==> config.mk <==
export PLATFORM = sky130hd
export DESIGN_NAME = noc_node_init_top
export DESIGN_NICKNAME = d
export VERILOG_FILES = /design/src/verilog/noc_pkg.sv /design/src/verilog/noc_node_init_top.sv /design/src/verilog/link_arbiter.sv /design/src/verilog/ingress_handler.sv /design/src/verilog/routing_fsm.sv /design/src/verilog/auto_init.sv
export VERILOG_INCLUDE_DIRS = /design/src /design/src/verilog
export SDC_FILE = /design/constraint.sdc
export NUM_CORES = 1
export LEC_CHECK = 0
export BUFFER_PORTS_ARGS = -buffer_cell sky130_fd_sc_hd__clkbuf_2
export CAP_MARGIN = 30
export CORE_UTILIZATION = 55
export CTS_CLUSTER_DIAMETER = 60
export DETAILED_ROUTE_END_ITERATION = 8
export PLACE_DENSITY_LB_ADDON = 0.25
export SLEW_MARGIN = 20
export SYNTH_ARGS = -nofsm -noshare
export SYNTH_HDL_FRONTEND = slang
export SYNTH_HIERARCHICAL = 1
export SYNTH_SLANG_ARGS = --single-unit
==> constraint.sdc <==
create_clock -name nocclk -period 3.12 [get_ports nocclk]
set_clock_uncertainty 0.2 [all_clocks]
set_input_delay 0.468 -clock nocclk [delete_from_list [all_inputs] [get_ports nocclk]]
set_output_delay 0.468 -clock nocclk [all_outputs]
set_load 0.02 [all_outputs]
==> src/verilog/noc_settings.svh <==
`ifndef NOC_SETTINGS_SVH
`define NOC_SETTINGS_SVH

// Width of a node ID carried in src_id and dst_id
`define NOC_ID_W 8

// Payload bits per flit
`define NOC_PAYLOAD_W 12

// Destination that every node accepts
`define NOC_BROADCAST_ID ({`NOC_ID_W{1'b1}})

// Cycles spent in I_WAIT_PARENT_ACK before giving up
`define NOC_PACK_TIME_OUT 100

// Cycles spent in I_WAIT_JOIN_ACK before giving up
`define NOC_JACK_TIME_OUT 300

`endif
==> src/verilog/noc_pkg.sv <==
`include "noc_settings.svh"

package noc_pkg;

    // SYSTEM flits steer initialization and DATA flits carry traffic
    typedef enum logic [0:0] {
        SYSTEM = 1'b0,
        DATA   = 1'b1
    } flit_type_t;

    typedef enum logic [1:0] {
        S_PARENT_REQUEST = 2'd0,
        S_PARENT_ACK     = 2'd1,
        S_JOIN_REQUEST   = 2'd2,
        S_JOIN_ACK       = 2'd3
    } sys_op_t;

    // The node walks these in order and parks in ROUTING
    typedef enum logic [2:0] {
        INIT                      = 3'd0,
        I_GENERATE_PARENT_REQUEST = 3'd1,
        I_WAIT_PARENT_ACK         = 3'd2,
        I_GENERATE_JOIN_REQUEST   = 3'd3,
        I_WAIT_JOIN_ACK           = 3'd4,
        ROUTING                   = 3'd5
    } routing_state_t;

    typedef struct packed {
        flit_type_t                flit_type;
        sys_op_t                   sys_op;    // Only meaningful for SYSTEM flits
        logic [`NOC_ID_W-1:0]      src_id;
        logic [`NOC_ID_W-1:0]      dst_id;
        logic [`NOC_PAYLOAD_W-1:0] payload;
    } flit_t;

endpackage

==> src/verilog/noc_node_init_top.sv <==
`timescale 1ns/1ns
`include "noc_settings.svh"

module noc_node_init_top (
    input  logic                    nocclk,
    input  logic                    rst_n,
    input  logic [`NOC_ID_W-1:0]    node_id,
    input  logic                    in_valid,
    input  noc_pkg::flit_t          in_flit,
    input  logic                    inject_valid,
    input  noc_pkg::flit_t          inject_flit,
    output logic                    inject_busy,
    output logic                    link_valid,
    output noc_pkg::flit_t          link_flit,
    output logic                    deliver_valid,
    output noc_pkg::flit_t          deliver_flit,
    output noc_pkg::routing_state_t routing_state
);
    logic           is_next_state;
    logic           is_reset_state;
    logic           init_valid;
    noc_pkg::flit_t init_flit;
    logic           ack_valid;
    noc_pkg::flit_t ack_flit;

    routing_fsm i_routing_fsm (
        .nocclk        (nocclk),
        .rst_n         (rst_n),
        .is_next_state (is_next_state),
        .is_reset_state(is_reset_state),
        .routing_state (routing_state)
    );

    auto_init i_auto_init (
        .nocclk        (nocclk),
        .rst_n         (rst_n),
        .in_valid      (in_valid),
        .in_flit       (in_flit),
        .routing_state (routing_state),
        .node_id       (node_id),
        .is_next_state (is_next_state),
        .is_reset_state(is_reset_state),
        .init_valid    (init_valid),
        .init_flit     (init_flit)
    );

    ingress_handler i_ingress_handler (
        .nocclk       (nocclk),
        .rst_n        (rst_n),
        .in_valid     (in_valid),
        .in_flit      (in_flit),
        .node_id      (node_id),
        .routing_state(routing_state),
        .ack_valid    (ack_valid),
        .ack_flit     (ack_flit),
        .deliver_valid(deliver_valid),
        .deliver_flit (deliver_flit)
    );

    // Single outgoing link shared by init, acks and local traffic
    link_arbiter i_link_arbiter (
        .nocclk       (nocclk),
        .rst_n        (rst_n),
        .init_valid   (init_valid),
        .init_flit    (init_flit),
        .ack_valid    (ack_valid),
        .ack_flit     (ack_flit),
        .inject_valid (inject_valid),
        .inject_flit  (inject_flit),
        .routing_state(routing_state),
        .inject_busy  (inject_busy),
        .link_valid   (link_valid),
        .link_flit    (link_flit)
    );

endmodule

==> src/verilog/link_arbiter.sv <==
`timescale 1ns/1ns

module link_arbiter (
    input  logic                    nocclk,
    input  logic                    rst_n,
    input  logic                    init_valid,
    input  noc_pkg::flit_t          init_flit,
    input  logic                    ack_valid,
    input  noc_pkg::flit_t          ack_flit,
    input  logic                    inject_valid,
    input  noc_pkg::flit_t          inject_flit,
    input  noc_pkg::routing_state_t routing_state,
    output logic                    inject_busy,
    output logic                    link_valid,
    output noc_pkg::flit_t          link_flit
);
    localparam int n_req = 3;

    logic                 routing;
    logic [n_req-1:0]     req_valid;
    noc_pkg::flit_t       req_flit [n_req];
    logic [n_req-1:0]     slot_full;
    noc_pkg::flit_t       slot_flit [n_req];
    logic [1:0]           last_grant;
    logic [1:0]           grant_idx;
    logic                 grant_found;

    assign routing = (routing_state == noc_pkg::ROUTING);

    // Slot 0 is init, slot 1 is ack and slot 2 is local injection
    assign req_valid[0] = init_valid;
    assign req_valid[1] = ack_valid;
    assign req_valid[2] = inject_valid && routing;
    assign req_flit[0]  = init_flit;
    assign req_flit[1]  = ack_flit;
    assign req_flit[2]  = inject_flit;

    assign inject_busy = slot_full[2] || !routing;

    // Search starts just after the previous winner
    always_comb begin
        grant_found = 1'b0;
        grant_idx   = last_grant;
        for (int k = 1; k <= n_req; k++) begin
            if (!grant_found && slot_full[(last_grant + k) % n_req]) begin
                grant_found = 1'b1;
                grant_idx   = 2'((last_grant + k) % n_req);
            end
        end
    end

    assign link_valid = grant_found;
    assign link_flit  = slot_flit[grant_idx];

    always_ff @(posedge nocclk or negedge rst_n) begin
        if (!rst_n) begin
            slot_full  <= '0;
            last_grant <= 2'(n_req - 1);  // So slot 0 is first in line
        end else begin
            for (int i = 0; i < n_req; i++) begin
                if (req_valid[i] && !slot_full[i]) begin
                    slot_full[i] <= 1'b1;
                end else if (grant_found && (grant_idx == i)) begin
                    slot_full[i] <= 1'b0;
                end
            end
            if (grant_found) begin
                last_grant <= grant_idx;
            end
        end
    end

    always_ff @(posedge nocclk) begin
        for (int i = 0; i < n_req; i++) begin
            if (req_valid[i] && !slot_full[i]) begin
                slot_flit[i] <= req_flit[i];
            end
        end
    end

endmodule

==> src/verilog/ingress_handler.sv <==
`timescale 1ns/1ns
`include "noc_settings.svh"

module ingress_handler (
    input  logic                    nocclk,
    input  logic                    rst_n,
    input  logic                    in_valid,
    input  noc_pkg::flit_t          in_flit,
    input  logic [`NOC_ID_W-1:0]    node_id,
    input  noc_pkg::routing_state_t routing_state,
    output logic                    ack_valid,
    output noc_pkg::flit_t          ack_flit,
    output logic                    deliver_valid,
    output noc_pkg::flit_t          deliver_flit
);
    logic           is_system;
    logic           is_request;
    logic           answer;
    logic           deliver_hit;
    noc_pkg::flit_t ack_d;

    assign is_system = in_valid && (in_flit.flit_type == noc_pkg::SYSTEM);

    // Requests normally arrive as broadcasts but a directed one is honored too
    assign is_request = is_system
                        && ((in_flit.sys_op == noc_pkg::S_PARENT_REQUEST)
                            || (in_flit.sys_op == noc_pkg::S_JOIN_REQUEST))
                        && ((in_flit.dst_id == `NOC_BROADCAST_ID)
                            || (in_flit.dst_id == node_id));

    assign answer = is_request && (routing_state == noc_pkg::ROUTING);

    assign deliver_hit = in_valid
                         && (in_flit.flit_type == noc_pkg::DATA)
                         && (in_flit.dst_id == node_id);

    always_comb begin
        ack_d.flit_type = noc_pkg::SYSTEM;
        ack_d.src_id    = node_id;
        ack_d.dst_id    = in_flit.src_id;  // Reply straight to the requester
        ack_d.payload   = '0;
        if (in_flit.sys_op == noc_pkg::S_JOIN_REQUEST) begin
            ack_d.sys_op = noc_pkg::S_JOIN_ACK;
        end else begin
            ack_d.sys_op = noc_pkg::S_PARENT_ACK;
        end
    end

    always_ff @(posedge nocclk or negedge rst_n) begin
        if (!rst_n) begin
            ack_valid     <= 1'b0;
            deliver_valid <= 1'b0;
        end else begin
            ack_valid     <= answer;
            deliver_valid <= deliver_hit;
        end
    end

    always_ff @(posedge nocclk) begin
        if (answer) begin
            ack_flit <= ack_d;
        end
        if (deliver_hit) begin
            deliver_flit <= in_flit;
        end
    end

endmodule

==> src/verilog/routing_fsm.sv <==
`timescale 1ns/1ns

module routing_fsm (
    input  logic                    nocclk,
    input  logic                    rst_n,
    input  logic                    is_next_state,
    input  logic                    is_reset_state,
    output noc_pkg::routing_state_t routing_state
);
    noc_pkg::routing_state_t state_q;
    noc_pkg::routing_state_t state_d;
    noc_pkg::routing_state_t step_state;

    // Fixed walk through the initialization sequence
    always_comb begin
        unique case (state_q)
            noc_pkg::INIT: begin
                step_state = noc_pkg::I_GENERATE_PARENT_REQUEST;
            end
            noc_pkg::I_GENERATE_PARENT_REQUEST: begin
                step_state = noc_pkg::I_WAIT_PARENT_ACK;
            end
            noc_pkg::I_WAIT_PARENT_ACK: begin
                step_state = noc_pkg::I_GENERATE_JOIN_REQUEST;
            end
            noc_pkg::I_GENERATE_JOIN_REQUEST: begin
                step_state = noc_pkg::I_WAIT_JOIN_ACK;
            end
            noc_pkg::I_WAIT_JOIN_ACK: begin
                step_state = noc_pkg::ROUTING;
            end
            default: begin
                step_state = noc_pkg::ROUTING;  // ROUTING is terminal
            end
        endcase
    end

    always_comb begin
        state_d = state_q;
        if (is_reset_state) begin
            state_d = noc_pkg::INIT;  // A timeout beats any step request
        end else if (is_next_state) begin
            state_d = step_state;
        end
    end

    always_ff @(posedge nocclk or negedge rst_n) begin
        if (!rst_n) begin
            state_q <= noc_pkg::INIT;
        end else begin
            state_q <= state_d;
        end
    end

    assign routing_state = state_q;

endmodule

==> src/verilog/auto_init.sv <==
`timescale 1ns/1ns
`include "noc_settings.svh"

module auto_init #(
    parameter int pack_time_out = `NOC_PACK_TIME_OUT,
    parameter int jack_time_out = `NOC_JACK_TIME_OUT
) (
    input  logic                    nocclk,
    input  logic                    rst_n,
    input  logic                    in_valid,
    input  noc_pkg::flit_t          in_flit,
    input  noc_pkg::routing_state_t routing_state,
    input  logic [`NOC_ID_W-1:0]    node_id,
    output logic                    is_next_state,
    output logic                    is_reset_state,
    output logic                    init_valid,
    output noc_pkg::flit_t          init_flit
);
    localparam int max_time_out = (pack_time_out > jack_time_out) ? pack_time_out
                                                                   : jack_time_out;
    localparam int cnt_w = $clog2(max_time_out + 1);

    logic [cnt_w-1:0] time_out_cnt;
    logic             in_waiting;
    logic             ack_for_me;

    // A SYSTEM flit aimed at this node, still to be checked for the opcode
    assign ack_for_me = in_valid
                        && (in_flit.flit_type == noc_pkg::SYSTEM)
                        && (in_flit.dst_id == node_id);

    assign in_waiting = (routing_state == noc_pkg::I_WAIT_PARENT_ACK)
                        || (routing_state == noc_pkg::I_WAIT_JOIN_ACK);

    always_comb begin
        init_flit.flit_type = noc_pkg::SYSTEM;
        init_flit.sys_op    = noc_pkg::S_PARENT_REQUEST;
        init_flit.src_id    = node_id;
        init_flit.dst_id    = `NOC_BROADCAST_ID;  // Requests go to every neighbor
        init_flit.payload   = '0;
        init_valid          = 1'b0;
        is_next_state       = 1'b0;
        is_reset_state      = 1'b0;

        unique case (routing_state)
            noc_pkg::INIT: begin
                is_next_state = 1'b1;
            end
            noc_pkg::I_GENERATE_PARENT_REQUEST: begin
                init_valid       = 1'b1;
                init_flit.sys_op = noc_pkg::S_PARENT_REQUEST;
                is_next_state    = 1'b1;
            end
            noc_pkg::I_WAIT_PARENT_ACK: begin
                if (ack_for_me && (in_flit.sys_op == noc_pkg::S_PARENT_ACK)) begin
                    is_next_state = 1'b1;
                end else if (time_out_cnt == cnt_w'(pack_time_out)) begin
                    is_reset_state = 1'b1;
                end
            end
            noc_pkg::I_GENERATE_JOIN_REQUEST: begin
                init_valid       = 1'b1;
                init_flit.sys_op = noc_pkg::S_JOIN_REQUEST;
                is_next_state    = 1'b1;
            end
            noc_pkg::I_WAIT_JOIN_ACK: begin
                if (ack_for_me && (in_flit.sys_op == noc_pkg::S_JOIN_ACK)) begin
                    is_next_state = 1'b1;
                end else if (time_out_cnt == cnt_w'(jack_time_out)) begin
                    is_reset_state = 1'b1;
                end
            end
            default: begin
                // Once routing the init block stays silent
            end
        endcase
    end

    // Counts only while waiting so each wait starts from zero
    always_ff @(posedge nocclk or negedge rst_n) begin
        if (!rst_n) begin
            time_out_cnt <= '0;
        end else if (in_waiting) begin
            time_out_cnt <= time_out_cnt + 1'b1;
        end else begin
            time_out_cnt <= '0;
        end
    end

endmodule

# After elaboration in Yosys (flattened, before gate mapping)
# Memories as Yosys holds them, arrays and structs flattened.
# Index checks and enable logic that the tools add are counted.
# totals
regBits	68
mem_bits_rw	93
input_bits	74
mem_count	1
# op_classes
n_addsub	4
div	3
magnitude_cmp	3
eq_ne	14
mux	42
bitwise	1
n_reduce_logical	38
# mem_list
name	words	word_bits	read_ports	rd_ports_with_merged_regs	write_ports	line_no	source
i_link_arbiter.slot_flit	3	31	1	0	2	link_arbiter.sv:23	noc_pkg::flit_t slot_flit [n_req];
# ops
op	count
less-than comparator 32 x 3 -> 1 bit (second input constant)	3
modulo 32 x 2 -> 32 bit (second input constant)	3
two-way mux 31 bit	1
OR reduction 31 bit	1
two-way mux 1 bit	26
logical AND 1 bit	18
two-way mux 2 bit	6
case mux 3 bit (4 select lines)	1
adder 9 x 1 -> 9 bit (second input constant)	1
equality test 9 x 7 -> 1 bit (second input constant)	1
equality test 9 bit (second input constant)	1
two-way mux 9 bit	1
equality test 8 bit	1
equality test 8 bit (second input constant)	1
nonzero test 2 bit	4
adder 2 x 2 -> 3 bit (second input constant)	2
binary-select mux 1 bit (select 2 bit)	3
equality test 2 bit (second input constant)	3
equality test 3 x 2 -> 1 bit (second input constant)	2
equality test 3 bit (second input constant)	2
logical NOT 1 bit	6
two-way mux 3 bit	2
equality test 2 x 1 -> 1 bit (second input constant)	2
logical NOT 2 bit	2
other kinds (9)	12

# Longest topological paths before layout
# depth
ltp_word	15
ltp_mapped	11
depth_no_buf	8

# Hierarchy
# The synthesis kept the hierarchy.
# modules_own_cells
mod	instances	cells_each	area_each_um2
link_arbiter	1	266	4061.4
ingress_handler	1	84	1741.7
auto_init	1	105	900.9
routing_fsm	1	12	138.9

# Worst setup path before layout
# No wires, ideal clock.
# synth_path
path_kind	flip-flop to output port
start	register i_link_arbiter.last_grant[1]
end	output link_flit[10] (netlist name)
arrival_ps	2379
path_slack_ps	73
path_stages_with_launch	11
path_buffers	2
path_cell_list	dfstp_2 -> inv_1 -> ha_1 -> buf_6 -> nand2b_1 -> a21oi_2 -> nor4_4 -> nor3_4 -> buf_6 -> mux2i_1 -> a21oi_1
# synth_rtl
element	line_no	source
start: declaration	link_arbiter.sv:24	logic [1:0] last_grant;
start signal: assignment	link_arbiter.sv:58	last_grant <= 2'(n_req - 1);
start signal: assignment	link_arbiter.sv:68	last_grant <= grant_idx;
end: declaration	noc_node_init_top.sv:14	output noc_pkg::flit_t link_flit,

==> qor.yml <==
timing:
  finalMaxSlewViolations: 0
  rsz0062_at_grt: "true"
  finalCritPeriodShare_pct: 115
  setup_ws_ps: -457
  slew_headroom_pct: 39.8
  setup_viol: 31
  tightest_slew_ps: 901
  period_needed_ps: 3580
  fmax_ghz: 0.280
  hold_ws_ps: 25.6
  hold_viol: 0
setup_path:
  endpoint_kind: "output pin"
  path_max_fanout: 14
  critPathSlowestCell: "dfstp_2"
  worstSetupStartpoint: "i_link_arbiter/last_grant[1]$_DFFE_PN1P_"
  crit_family: "buffers and inverters"
  worstPathCellList: "inv_2 > ha_4 > buf_6 > nor2b_2 > o21ai_1 > a21oi_2 > nor3_4 > buf_6 > buf_12 > mux2i_2 > a21oi_1 > buf_4"
  cp-start-kind: "flip-flop"
  cp_num_buf_inv: 5
  cp.required_ps: 2450
  cp.arrival_ps: 2910
  slowest_delay_ps: 580
  crit_type: "flip-flop to output pin"
  reg2reg_from: "i_link_arbiter/last_grant[1]$_DFFE_PN1P_"
  cp_common_cell: "buf_6"
clock_network:
  cts_tree: "yes"
  cts_root_buffer: "clkbuf_16"
  cts.clk_slew.worst_paths_ps: 70
  cts_buffers: 17
  clk_latency_ps: 410
  clock_path_buffers: 2
  clkSinkCount: 160
  cts.htree.levels: 4
synthesis:
  synth_top_area_share_pct: 61.9
  ys_top_cells_by_count: "edfxtp_1, nor2_1, buf_4, a21oi_1, mux2i_1"
  synthTopCellsByArea: "edfxtp_1, dfrtp_1, buf_4, mux2i_1, nor2_1"
  synth_top_family_by_area: "simple AND/OR/NAND/NOR gates"
  synthAdderAreaFrac_pct: 1.10
  muxShareOfSynthArea_pct: 4.88
  synth_top_area_cell: "edfxtp_1"
  synth_most_common_cell: "edfxtp_1"
  synthSimpleGateAreaFrac_pct: 9.40
  synth_cells: 467
  synth-edff-count: 141
  synthesis.area_um2: 6840
  ys_seq_area_share_pct: 68.8
  avgSynthCellArea_um2: 14.7
  ys_async_sr_fraction_pct: 11.9
  ys_seq_elements: 160
  synth_cell_types: 59
  yosys_warnings: 6
  synth_compound_area_share_pct: 5.89
  synth-main-ff-cell: "edfxtp_1"
  synth_xor_area_share_pct: 2.82
detailed_routing:
  routed_via_density: 5.05
  wirelength_um: 13900
  detail_route.wl_per_cell_um: 17.0
  postRouteAntennaNets: 0
  drt_pass1_iterations: 4
  drc: 0
  vias: 4117
  drtIter0Drc: 232
cells_and_area:
  syn_to_final_growth_pct: 27.5
  fin_cells: 815
  num-fill-cells: 799
  final_nets: 714
  drive_above_1_share_pct: 39.6
  diodes: 0
  postLayoutCellArea_um2: 8720
place:
  gp_congestion: 0.886
  place_inst: 761
  hpwl_um: 8240
  place_ws_ps: -152
  dpl_cell_area_um2: 7580
  port-buffer-count: 141
global_routing:
  overflow: 0
  use_met3_pct: 6.54
  grt_max_degree: 33
  top_usage_layer: "met2"
  track_usage_pct: 22.7
  use_met2_pct: 37.8
  grt_util_met1_pct: 28.2
  first_global_vias: 4212
  antenna_found_initial: 0
  grt_pass1_wl_um: 21600
status:
  violations: "negative setup slack"
  status: "finished, violations left"
pwr:
  swShare_pct: 40.0
  combPwrFrac_pct: 58.8
  ir_drop_mv: 0.698
  p_leak_nw: 3.37
  clockPowerShare_pct: 17.3
  fin_total_pwr_mw: 11.5
  power_switching_mw: 4.60
  seq_power_share_pct: 23.9
  p_int_mw: 6.89
  power_density_nw_per_um2: 1320
hold_path:
  min_from: "inject_flit[7]"
  min_path_type: "input port to flip-flop"
floorplan:
  start_util_pct: 56.7
  die_h_um: 114
  core.rowCount: 40
  coreArea_um2: 12100
  dieArea_um2: 12900
  io_pins: 142
  chipWidth_um: 114
run:
  cap_violations: 0
cell type report:
class	instances	area [um2]	share of cell area [%]
flip-flops and latches	160	4710	54.0
multi-input cells	270	2020	23.2
repair buffers	175	1170	13.4
clock buffers	18	429	4.92
well taps	168	210	2.41
clock inverters	14	146	1.68
inverters	10	37.5	0.430
sequential cells by signal, summed over array words and instances, names as in the netlist:
register,count
i_link_arbiter/last_grant,2
i_ingress_handler/deliver_valid,1
i_link_arbiter/slot_flit,93
i_routing_fsm/routing_state,3
i_ingress_handler/ack_flit,17
i_link_arbiter/slot_full,3
i_ingress_handler/ack_valid,1
i_ingress_handler/deliver_flit,31
i_auto_init/time_out_cnt,9
path summary, 6_finish.rpt:
path / endpoint / slack, ps / cells after the start
max: link_flit[28] / -460 / 12
min: i_link_arbiter/slot_flit[2][7]$_DFFE_PP_ / 30 / 1
max reg2reg: i_link_arbiter/slot_full[2]$_DFFE_PN0P_ / 440 / 12
min reg2reg: i_link_arbiter/slot_flit[1][24]$_DFFE_PP_ / 210 / 0
max in group asynchronous: i_link_arbiter/last_grant[1]$_DFFE_PN1P_ / 2000 / 2
min in group asynchronous: i_auto_init/time_out_cnt[3]$_DFF_PN0_ / 350 / 2
cells by family after synthesis:
logic type / Yosys count
muxes: 33
adders and majority gates: 6
xor gates and xnor gates: 22
buffers and inverters: 69
DFF: 160
and+or+nand+nor: 112
AOI/OAI and AO/OA: 61
other: 4
stage by stage:
step                      TNS, ps  utilization (%)
after floorplan                 0                -
after global placement       -118             62.9
after detailed placement    -2080             62.9
after CTS                  -11020             71.3
after global routing       -15640             72.3
final                      -12160             72.3
layout by cell type (no fill, tap or decap), types with 5 or more instances in the layout:
cell type	count
a21oi_1	32
buf_4	31
buf_6	6
clkbuf_16	17
clkbuf_2	111
clkbuf_4	16
conb_1	36
dfrtp_1	18
edfxtp_1	141
inv_1	8
mux2i_1	18
mux2i_2	11
nand2_1	10
nand4_1	5
nor2_1	48
xnor2_1	11
xor2_1	11
power by group through the flow:
stage                     Combinational (mW)  Sequential (mW)  Clock, mW
after floorplan                         3.45             2.74          0
after global placement                  4.61             2.76          0
after detailed placement                4.67             2.77          0
after CTS                               6.33             2.73       2.03
after global routing                    7.08             2.77       2.11
final                                   6.75             2.75       1.99
layer usage:
layer  vias to the layer above  part of all wire [%]
li1                       1967                     -
met1                      1970                    41
met2                       162                    52
met3                        18                   5.4
met4                         0                   1.6
met5                         -                     0
timing repair:
item | CTS | global route
pin swaps | 25 | 5
gates resized for setup | 62 | 37
endpoints found under the hold margin | 18 | 0
setup buffers | 15 | 2
hold buffers | 1 | 0
gates cloned | 6 | 0
endpoints found under the setup margin | 31 | 31
Power figures use the tool's default switching activity.
